--- src/rtl/prng_clear_pkg.sv ---
`default_nettype none

package prng_clear_pkg;

  // Width of the LFSR state and of each pseudo-random output share.
  localparam int unsigned PRNG_WIDTH = 64;

  // Width of one entropy word. Two words make up one full seed.
  localparam int unsigned ENTROPY_WIDTH = 32;

  // Reset value of the LFSR state.
  // It must not be all zero, since the all-zero state is a fixed point of the LFSR.
  localparam logic [PRNG_WIDTH-1:0] LFSR_SEED = 64'h3a7c_91e5_0f26_d84b;

  // Galois feedback mask for a right-shifting LFSR.
  // The mask is XORed into the shifted state whenever the bit shifted out was one.
  // It encodes the polynomial x^64 + x^63 + x^61 + x^60 + 1.
  localparam logic [PRNG_WIDTH-1:0] LFSR_TAPS = 64'hd800_0000_0000_0000;

  // Bit permutation on the LFSR output path.
  // Output bit i takes input bit LFSR_PERM[i].
  // The same table is applied before and after the S-box layer.
  localparam int unsigned LFSR_PERM [PRNG_WIDTH] = '{
     5, 28, 51, 10, 33, 56, 15, 38, 61, 20, 43,  2, 25, 48,  7, 30,
    53, 12, 35, 58, 17, 40, 63, 22, 45,  4, 27, 50,  9, 32, 55, 14,
    37, 60, 19, 42,  1, 24, 47,  6, 29, 52, 11, 34, 57, 16, 39, 62,
    21, 44,  3, 26, 49,  8, 31, 54, 13, 36, 59, 18, 41,  0, 23, 46
  };

  // Bit permutation that derives the second share from the first one.
  // Output bit i takes input bit SHARE_PERM[i].
  localparam int unsigned SHARE_PERM [PRNG_WIDTH] = '{
    11, 48, 21, 58, 31,  4, 41, 14, 51, 24, 61, 34,  7, 44, 17, 54,
    27,  0, 37, 10, 47, 20, 57, 30,  3, 40, 13, 50, 23, 60, 33,  6,
    43, 16, 53, 26, 63, 36,  9, 46, 19, 56, 29,  2, 39, 12, 49, 22,
    59, 32,  5, 42, 15, 52, 25, 62, 35,  8, 45, 18, 55, 28,  1, 38
  };

  // The 4-bit S-box of the PRINCE block cipher.
  // It is applied to every nibble of the permuted LFSR state.
  localparam logic [3:0] PRINCE_SBOX [16] = '{
    4'hb, 4'hf, 4'h3, 4'h2, 4'ha, 4'hc, 4'h9, 4'h1,
    4'h6, 4'h7, 4'h8, 4'h0, 4'he, 4'h5, 4'hd, 4'h4
  };

endpackage

`default_nettype wire

--- src/rtl/clear_lfsr.sv ---
`timescale 1ns/100ps
`default_nettype none

module clear_lfsr (
  input  wire logic                                  clk_i,
  input  wire logic                                  rst_ni,
  input  wire logic                                  seed_en_i,
  input  wire logic [prng_clear_pkg::PRNG_WIDTH-1:0] seed_i,
  input  wire logic                                  lfsr_en_i,
  output logic [prng_clear_pkg::PRNG_WIDTH-1:0]      state_o
);

  localparam int unsigned W = prng_clear_pkg::PRNG_WIDTH;

  // Number of 4-bit S-boxes in the nonlinear layer.
  localparam int unsigned NUM_SBOX = W / 4;

  logic [W-1:0] lfsr_q;
  logic [W-1:0] lfsr_d;
  logic [W-1:0] lfsr_step;

  // Intermediate values of the output path.
  logic [W-1:0] perm_in;
  logic [W-1:0] sbox_out;

  // One Galois step.
  // The state shifts right, and the taps are folded in when a one drops out at bit 0.
  always_comb begin
    lfsr_step = {1'b0, lfsr_q[W-1:1]};
    if (lfsr_q[0]) begin
      lfsr_step = lfsr_step ^ prng_clear_pkg::LFSR_TAPS;
    end
  end

  // Next-state selection.
  // A reseed wins over a step in the same cycle, so fresh entropy is never lost.
  always_comb begin
    lfsr_d = lfsr_q;
    if (seed_en_i) begin
      lfsr_d = seed_i;
    end else if (lfsr_en_i) begin
      lfsr_d = lfsr_step;
    end
  end

  always_ff @(posedge clk_i or negedge rst_ni) begin
    if (!rst_ni) begin
      lfsr_q <= prng_clear_pkg::LFSR_SEED;
    end else begin
      lfsr_q <= lfsr_d;
    end
  end

  // First permutation of the output path.
  // It scatters neighbouring state bits across different S-boxes.
  always_comb begin
    for (int i = 0; i < W; i++) begin
      perm_in[i] = lfsr_q[prng_clear_pkg::LFSR_PERM[i]];
    end
  end

  // Nonlinear layer.
  // Each nibble passes through its own copy of the PRINCE S-box.
  always_comb begin
    for (int n = 0; n < NUM_SBOX; n++) begin
      sbox_out[4*n +: 4] = prng_clear_pkg::PRINCE_SBOX[perm_in[4*n +: 4]];
    end
  end

  // Second permutation with the same table.
  // This spreads each S-box result over the whole output word.
  always_comb begin
    for (int i = 0; i < W; i++) begin
      state_o[i] = sbox_out[prng_clear_pkg::LFSR_PERM[i]];
    end
  end

endmodule

`default_nettype wire

--- src/rtl/entropy_packer.sv ---
`timescale 1ns/100ps
`default_nettype none

module entropy_packer (
  input  wire logic                                     clk_i,
  input  wire logic                                     rst_ni,
  input  wire logic                                     reseed_req_i,
  output logic                                          entropy_req_o,
  input  wire logic                                     entropy_ack_i,
  input  wire logic [prng_clear_pkg::ENTROPY_WIDTH-1:0] entropy_i,
  output logic                                          seed_valid_o,
  output logic [prng_clear_pkg::PRNG_WIDTH-1:0]         seed_o
);

  // Holds the first entropy word of a seed until the second one arrives.
  logic [prng_clear_pkg::ENTROPY_WIDTH-1:0] buffer_q;
  logic                                     buffer_valid_q;

  // High on every edge where an entropy word is handed over.
  logic entropy_fire;

  // Entropy is requested for as long as a reseed is pending.
  // The requester drops reseed_req_i after the acknowledge, so the request
  // goes low in the cycle after the seed is complete.
  assign entropy_req_o = reseed_req_i;

  assign entropy_fire = entropy_req_o & entropy_ack_i;

  // The first word forms the upper half of the seed, the live word the lower half.
  assign seed_o = {buffer_q, entropy_i};

  // The seed is complete with the second accepted word, in the same cycle.
  assign seed_valid_o = buffer_valid_q & entropy_fire;

  // Buffer-valid flag.
  // It toggles with every accepted word, so the second word clears it again.
  // A reseed request that is withdrawn halfway also drops a half-filled buffer,
  // which keeps a stale word out of the next seed.
  always_ff @(posedge clk_i or negedge rst_ni) begin
    if (!rst_ni) begin
      buffer_valid_q <= 1'b0;
    end else if (!reseed_req_i) begin
      buffer_valid_q <= 1'b0;
    end else if (entropy_fire) begin
      buffer_valid_q <= ~buffer_valid_q;
    end
  end

  // Data buffer.
  // Only the first word of a pair is stored here.
  always_ff @(posedge clk_i) begin
    if (entropy_fire && !buffer_valid_q) begin
      buffer_q <= entropy_i;
    end
  end

endmodule

`default_nettype wire

--- src/rtl/key_share_wiper.sv ---
`timescale 1ns/100ps
`default_nettype none

module key_share_wiper (
  input  wire logic                                  clk_i,
  input  wire logic                                  rst_ni,
  input  wire logic                                  key_load_i,
  input  wire logic [prng_clear_pkg::PRNG_WIDTH-1:0] key_i,
  input  wire logic                                  wipe_i,
  output logic                                       wipe_done_o,
  output logic                                       data_req_o,
  input  wire logic                                  data_ack_i,
  input  wire logic [prng_clear_pkg::PRNG_WIDTH-1:0] data0_i,
  input  wire logic [prng_clear_pkg::PRNG_WIDTH-1:0] data1_i,
  output logic [prng_clear_pkg::PRNG_WIDTH-1:0]      share0_o,
  output logic [prng_clear_pkg::PRNG_WIDTH-1:0]      share1_o
);

  localparam int unsigned W = prng_clear_pkg::PRNG_WIDTH;

  logic [W-1:0] share0_q;
  logic [W-1:0] share1_q;
  logic         wipe_pending_q;
  logic         wipe_done_q;

  // High on the edge where PRNG data is taken into both shares.
  logic         wipe_fire;

  // PRNG data is only requested while a wipe is outstanding.
  assign data_req_o = wipe_pending_q;
  assign wipe_fire  = data_req_o & data_ack_i;

  // Wipe-pending flag.
  // A new wipe pulse wins over completion, so a pulse in the completing
  // cycle still leads to a further overwrite.
  always_ff @(posedge clk_i or negedge rst_ni) begin
    if (!rst_ni) begin
      wipe_pending_q <= 1'b0;
    end else if (wipe_i) begin
      wipe_pending_q <= 1'b1;
    end else if (wipe_fire) begin
      wipe_pending_q <= 1'b0;
    end
  end

  // Completion strobe.
  // It rises together with the wiped share values.
  always_ff @(posedge clk_i or negedge rst_ni) begin
    if (!rst_ni) begin
      wipe_done_q <= 1'b0;
    end else begin
      wipe_done_q <= wipe_fire;
    end
  end

  // Share registers.
  // A wipe overwrites both shares with fresh PRNG data.
  // A key load stores the key unmasked in share 0 with a zero share 1.
  // Loads are dropped while a wipe is pending, so a key cannot slip in
  // between the wipe request and its completion.
  always_ff @(posedge clk_i or negedge rst_ni) begin
    if (!rst_ni) begin
      share0_q <= '0;
      share1_q <= '0;
    end else if (wipe_fire) begin
      share0_q <= data0_i;
      share1_q <= data1_i;
    end else if (key_load_i && !wipe_pending_q) begin
      share0_q <= key_i;
      share1_q <= '0;
    end
  end

  assign share0_o    = share0_q;
  assign share1_o    = share1_q;
  assign wipe_done_o = wipe_done_q;

endmodule

`default_nettype wire

--- src/rtl/prng_clear_top.sv ---
`timescale 1ns/100ps
`default_nettype none

module prng_clear_top (
  input  wire logic                                     clk_i,
  input  wire logic                                     rst_ni,
  input  wire logic                                     reseed_req_i,
  output logic                                          reseed_ack_o,
  output logic                                          entropy_req_o,
  input  wire logic                                     entropy_ack_i,
  input  wire logic [prng_clear_pkg::ENTROPY_WIDTH-1:0] entropy_i,
  input  wire logic                                     key_load_i,
  input  wire logic [prng_clear_pkg::PRNG_WIDTH-1:0]    key_i,
  input  wire logic                                     wipe_i,
  output logic                                          wipe_done_o,
  output logic [prng_clear_pkg::PRNG_WIDTH-1:0]         share0_o,
  output logic [prng_clear_pkg::PRNG_WIDTH-1:0]         share1_o
);

  localparam int unsigned W = prng_clear_pkg::PRNG_WIDTH;

  // Packed seed from the entropy side into the PRNG.
  logic         seed_valid;
  logic [W-1:0] seed;

  // Data handshake and both PRNG shares towards the key register.
  logic         data_req;
  logic         data_ack;
  logic [W-1:0] data0;
  logic [W-1:0] data1;

  entropy_packer u_entropy_packer (
    .clk_i         (clk_i),
    .rst_ni        (rst_ni),
    .reseed_req_i  (reseed_req_i),
    .entropy_req_o (entropy_req_o),
    .entropy_ack_i (entropy_ack_i),
    .entropy_i     (entropy_i),
    .seed_valid_o  (seed_valid),
    .seed_o        (seed)
  );

  prng_clearing u_prng_clearing (
    .clk_i        (clk_i),
    .rst_ni       (rst_ni),
    .data_req_i   (data_req),
    .data_ack_o   (data_ack),
    .data0_o      (data0),
    .data1_o      (data1),
    .reseed_req_i (reseed_req_i),
    .reseed_ack_o (reseed_ack_o),
    .seed_valid_i (seed_valid),
    .seed_i       (seed)
  );

  key_share_wiper u_key_share_wiper (
    .clk_i       (clk_i),
    .rst_ni      (rst_ni),
    .key_load_i  (key_load_i),
    .key_i       (key_i),
    .wipe_i      (wipe_i),
    .wipe_done_o (wipe_done_o),
    .data_req_o  (data_req),
    .data_ack_i  (data_ack),
    .data0_i     (data0),
    .data1_i     (data1),
    .share0_o    (share0_o),
    .share1_o    (share1_o)
  );

endmodule

`default_nettype wire

--- src/rtl/prng_clearing.sv ---
`timescale 1ns/100ps
`default_nettype none

module prng_clearing (
  input  wire logic                                  clk_i,
  input  wire logic                                  rst_ni,
  input  wire logic                                  data_req_i,
  output logic                                       data_ack_o,
  output logic [prng_clear_pkg::PRNG_WIDTH-1:0]      data0_o,
  output logic [prng_clear_pkg::PRNG_WIDTH-1:0]      data1_o,
  input  wire logic                                  reseed_req_i,
  output logic                                       reseed_ack_o,
  input  wire logic                                  seed_valid_i,
  input  wire logic [prng_clear_pkg::PRNG_WIDTH-1:0] seed_i
);

  localparam int unsigned W = prng_clear_pkg::PRNG_WIDTH;

  logic         lfsr_en;
  logic [W-1:0] lfsr_state;

  // Reseeding has priority over data.
  // While a reseed is pending every data request is held off, so no clearing
  // value is taken from a state that is about to be replaced.
  assign data_ack_o = reseed_req_i ? 1'b0 : data_req_i;

  // The LFSR advances once per handed-out value, so no value is reused.
  assign lfsr_en = data_req_i & data_ack_o;

  // The reseed completes on the edge where the packed seed is loaded.
  assign reseed_ack_o = seed_valid_i;

  clear_lfsr u_clear_lfsr (
    .clk_i     (clk_i),
    .rst_ni    (rst_ni),
    .seed_en_i (seed_valid_i),
    .seed_i    (seed_i),
    .lfsr_en_i (lfsr_en),
    .state_o   (lfsr_state)
  );

  // Share 0 is the nonlinear LFSR output as it is.
  assign data0_o = lfsr_state;

  // Share 1 is a fixed bit permutation of share 0.
  // Both shares of a register thus get different bit patterns from one LFSR.
  always_comb begin
    for (int i = 0; i < W; i++) begin
      data1_o[i] = lfsr_state[prng_clear_pkg::SHARE_PERM[i]];
    end
  end

endmodule

`default_nettype wire

--- config.mk ---
export PLATFORM = sky130hd
export DESIGN_NAME = prng_clear_top
export DESIGN_NICKNAME = d
export VERILOG_FILES = /design/src/rtl/prng_clear_pkg.sv /design/src/rtl/clear_lfsr.sv /design/src/rtl/entropy_packer.sv /design/src/rtl/key_share_wiper.sv /design/src/rtl/prng_clear_top.sv /design/src/rtl/prng_clearing.sv
export SDC_FILE = /design/constraint.sdc
export NUM_CORES = 1
export LEC_CHECK = 0
export ABC_AREA = 1
export BUFFER_PORTS_ARGS = -buffer_cell sky130_fd_sc_hd__buf_2
export CAP_MARGIN = 20
export CORE_MARGIN = 1.5
export CORE_UTILIZATION = 59
export CTS_BUF_LIST = sky130_fd_sc_hd__clkbuf_4
export CTS_CLUSTER_SIZE = 20
export DETAILED_ROUTE_END_ITERATION = 16
export GPL_TIMING_DRIVEN = 0
export PLACE_DENSITY = 0.83
export SLEW_MARGIN = 20
export SYNTH_ARGS = -nofsm -noshare
export SYNTH_HDL_FRONTEND = slang
export SYNTH_HIERARCHICAL = 1
export SYNTH_SLANG_ARGS = --single-unit
export TNS_END_PERCENT = 100
--- constraint.sdc ---
create_clock -name clk_i -period 1.77 [get_ports clk_i]
set_input_delay 0.0885 -clock clk_i [delete_from_list [all_inputs] [get_ports clk_i]]
set_output_delay 0.0885 -clock clk_i [all_outputs]
set_load 0.01 [all_outputs]
==> results.toml <==
[route]
drtPass1Iterations = 6
dr_total_vias = 13400
wl_per_cell_um = 17.4
drc_errors = 0
antenna_left = 0
avgViaCountPerCell = 5.39
drt_iter0_drc = 1469
wl_um = 43300

[power_and_ir_drop]
sequentialPowerShare = 0.383
leakage_nw = 9.32
p_sw_mw = 8.69
power.density_nw_per_um2 = 1270
combinationalPowerShare = 0.402
p_total_mw = 21.6
switching_share = 0.403
p_clk_frac = 0.215
ir_drop_mv = 0.766
intPower_mw = 12.9

[synthesis]
synth_xor_area_frac = 0
synth.most_common_cell = "nand2_1"
ys_seq_elements = 227
yosysWarnings = 6
synthFlopType = "dfrtp_1"
synth_compound_area_frac = 0.0167
synth_top_area_share = 0.305
async_flop_share = 0.859
syn-num-nets = 1915
yosys-top-cells-area = "dfrtp_1 (31%), nand2_1 (21%), nand3_1 (12%), edfxtp_1 (7.2%), ha_1 (6.8%)"
ys_seq_area_frac = 0.440
synth_area_um2 = 13400
synth_edf_count = 32
synthCells = 1740
synthAdderAreaFrac = 0.0683
muxShareOfSynthArea = 0
synth.largest_area_cell = "dfrtp_1"
synth_top_family_by_area = "simple AND/OR/NAND/NOR gates"
yosys-top-cells-count = "nand2_1 (758), nand3_1 (308), dfrtp_1 (163), inv_1 (136), buf_4 (114)"
avgSynthCellArea_um2 = 7.68
synth_cell_types = 22
synthSimpleGateAreaFrac = 0.342

[grt]
grt.total_usage = 0.368
grt_pass1_vias = 12700
antenna_found_initial = 1
grt_pass1_wl_um = 66800
grt_max_degree = 99
grt_remaining_overflow = 0

[final_layout]
fin_area_um2 = 17000
drive_above_1_share = 0.276
fin_nets = 2332
instances_no_fill = 2485
fin_util = 0.771
syn_to_final_growth_pct = 27.0

[die]
ioPinCount = 233
coreArea_um2 = 22000
die_h_um = 154
core.rowCount = 54
dieArea_um2 = 23600
initial_core_util = 0.607
die_w_um = 154

[clock_tree]
ctsLongestPathBuffers = 3
cts.clk_slew.worst_paths_ns = 0.07
cts.sinks = 227
cts_buffers = 59
insertion_delay_ns = 0.75
tritoncts = "done"
ctsHtreeMaxLevel = 2
cts_root_buffer = "clkbuf_4"

[worst_setup_path]
critPathSlowestCell = "dfstp_2"
slowest_delay_ns = 0.60
cp_max_fo = 5
r2r_slack_ns = 0.04
arrival_ns = 2.28
path_cells = "inv_2 > ha_1 > inv_1 > nand2_1 > nand3_1 > nand2_2 > nand3_2 > nand2_1 > nand2_1 > nand2_1"
worstSetupStartpointType = "register"
crit_top_cell = "nand2_1"
required_ns = 2.33
critical_path_class = "reg2reg"
end_kind = "register"

[timing]
setup_viol = 0
finalCritPeriodShare = 0.975
finalHoldWorstSlack_ns = 0.0182
timing.final.ws_setup_ns = 0.0436
hold_viol_final = 0
timing.fmax_mhz = 579
slew_viol_final = 0
relSlewSlack = 0.538
final.min_clock_period_ns = 1.73
timing.setup.tns_ns = 0
tightest_slew_ns = 0.692
finClkSkew_ns = 0.0882

[place]
place_inst = 2254
dp_hpwl_um = 31400
gp_congestion = 0.960
io_buffers = 232
place_ws_ns = -0.188
dpl_cell_area_um2 = 14900

[hold_path]
min_path_type = "in2async"

[run_status]
outcome = "completed"

[job]
maxCapViolations = 0
-- routing by layer --
metal	track usage	vias up	wire length [um]	part of all wire
met5	0	-	0	0
met4	0.258	0	3320	0.077
met3	0.0727	203	4200	0.097
met2	0.582	816	19600	0.45
met1	0.455	6124	16200	0.37
li1	-	6247	-	-
-- sequential cells by signal (all words and copies together) (netlist names) --
name and count:
u_key_share_wiper/wipe_done_o 1, u_key_share_wiper/share0_o 64, u_entropy_packer/buffer_q 32, u_key_share_wiper/data_req_o 1, u_prng_clearing/u_clear_lfsr/lfsr_q 64, u_key_share_wiper/share1_o 64, u_entropy_packer/buffer_valid_q 1
-- worst max-delay path: cells and delay by family, from the launching register on --
kind	cells	cell delay [ns]
fa+ha+maj	1	0.27
buf+inv	2	0.13
simple gates	7	0.58
flops	1	0.60
-- cell families (layout without fill, tap and decap cells) --
| group | after synthesis | count (layout) |
|---|---|---|
| flip-flops | 227 | 227 |
| AND/OR/NAND/NOR | 1086 | 1086 |
| adder cells (fa/ha/maj) | 73 | 73 |
| other | 0 | 1 |
| buffers and inverters | 318 | 782 |
| AO/OA/AOI/OAI | 36 | 36 |
-- power by group through the flow --
stage	clock network, mW	logic (mW)	registers, mW
5_1_grt	5.03	9.44	8.42
4_1_cts	4.67	8.22	8.22
2_1_floorplan	0	4.71	8.28
3_3_place_gp	0	7.67	8.26
6_report	4.65	8.66	8.26
3_5_place_dp	0	7.94	8.33
-- worst paths after layout --
check	start	to	cells after the start
worst max-delay path	u_prng_clearing/u_clear_lfsr/lfsr_q[32]$_DFFE_PN1P_	u_key_share_wiper/share0_o[1]$_DFFE_PN0P_	10
worst min-delay path	rst_ni	u_key_share_wiper/share0_o[48]$_DFFE_PN0P_	3
worst max register to register	u_prng_clearing/u_clear_lfsr/lfsr_q[32]$_DFFE_PN1P_	u_key_share_wiper/share0_o[1]$_DFFE_PN0P_	10
worst min register to register	u_entropy_packer/buffer_q[1]$_DFFE_PP_	u_prng_clearing/u_clear_lfsr/lfsr_q[33]$_DFFE_PN0P_	2
max in group asynchronous	rst_ni	u_key_share_wiper/share0_o[57]$_DFFE_PN0P_	4
min in group clk_i	entropy_i[4]	u_entropy_packer/buffer_q[4]$_DFFE_PP_	2
-- timing repair --
action	4_1_cts	5_1_grt
setup endpoints to repair	38	49
pin swaps	0	4
hold endpoints to repair	328	0
buffers inserted	2	18
gates resized for setup	15	18
hold buffers	103	0
-- cell usage in the layout (no fill, tap or decap), types with 32 or more instances in the layout --
master,count
ha_1,73
nand3_1,306
nand2_1,750
inv_1,131
dfrtp_1,159
buf_4,134
clkbuf_4,97
dfstp_2,32
dlygate4sd3_1,103
edfxtp_1,32
buf_2,281
-- cell type report --
cell class	instances	area [um2]
diodes	1	2.50
plain buffers	179	1260
clock buffers	97	728
clock inverters	11	51.3
fillers	1573	5040
inverters	138	518
multi-input cells	1195	5760
flip-flops and latches	227	5890
well taps	280	350
repair buffers	357	2420
No activity file was read; power rests on OpenSTA's default activity.
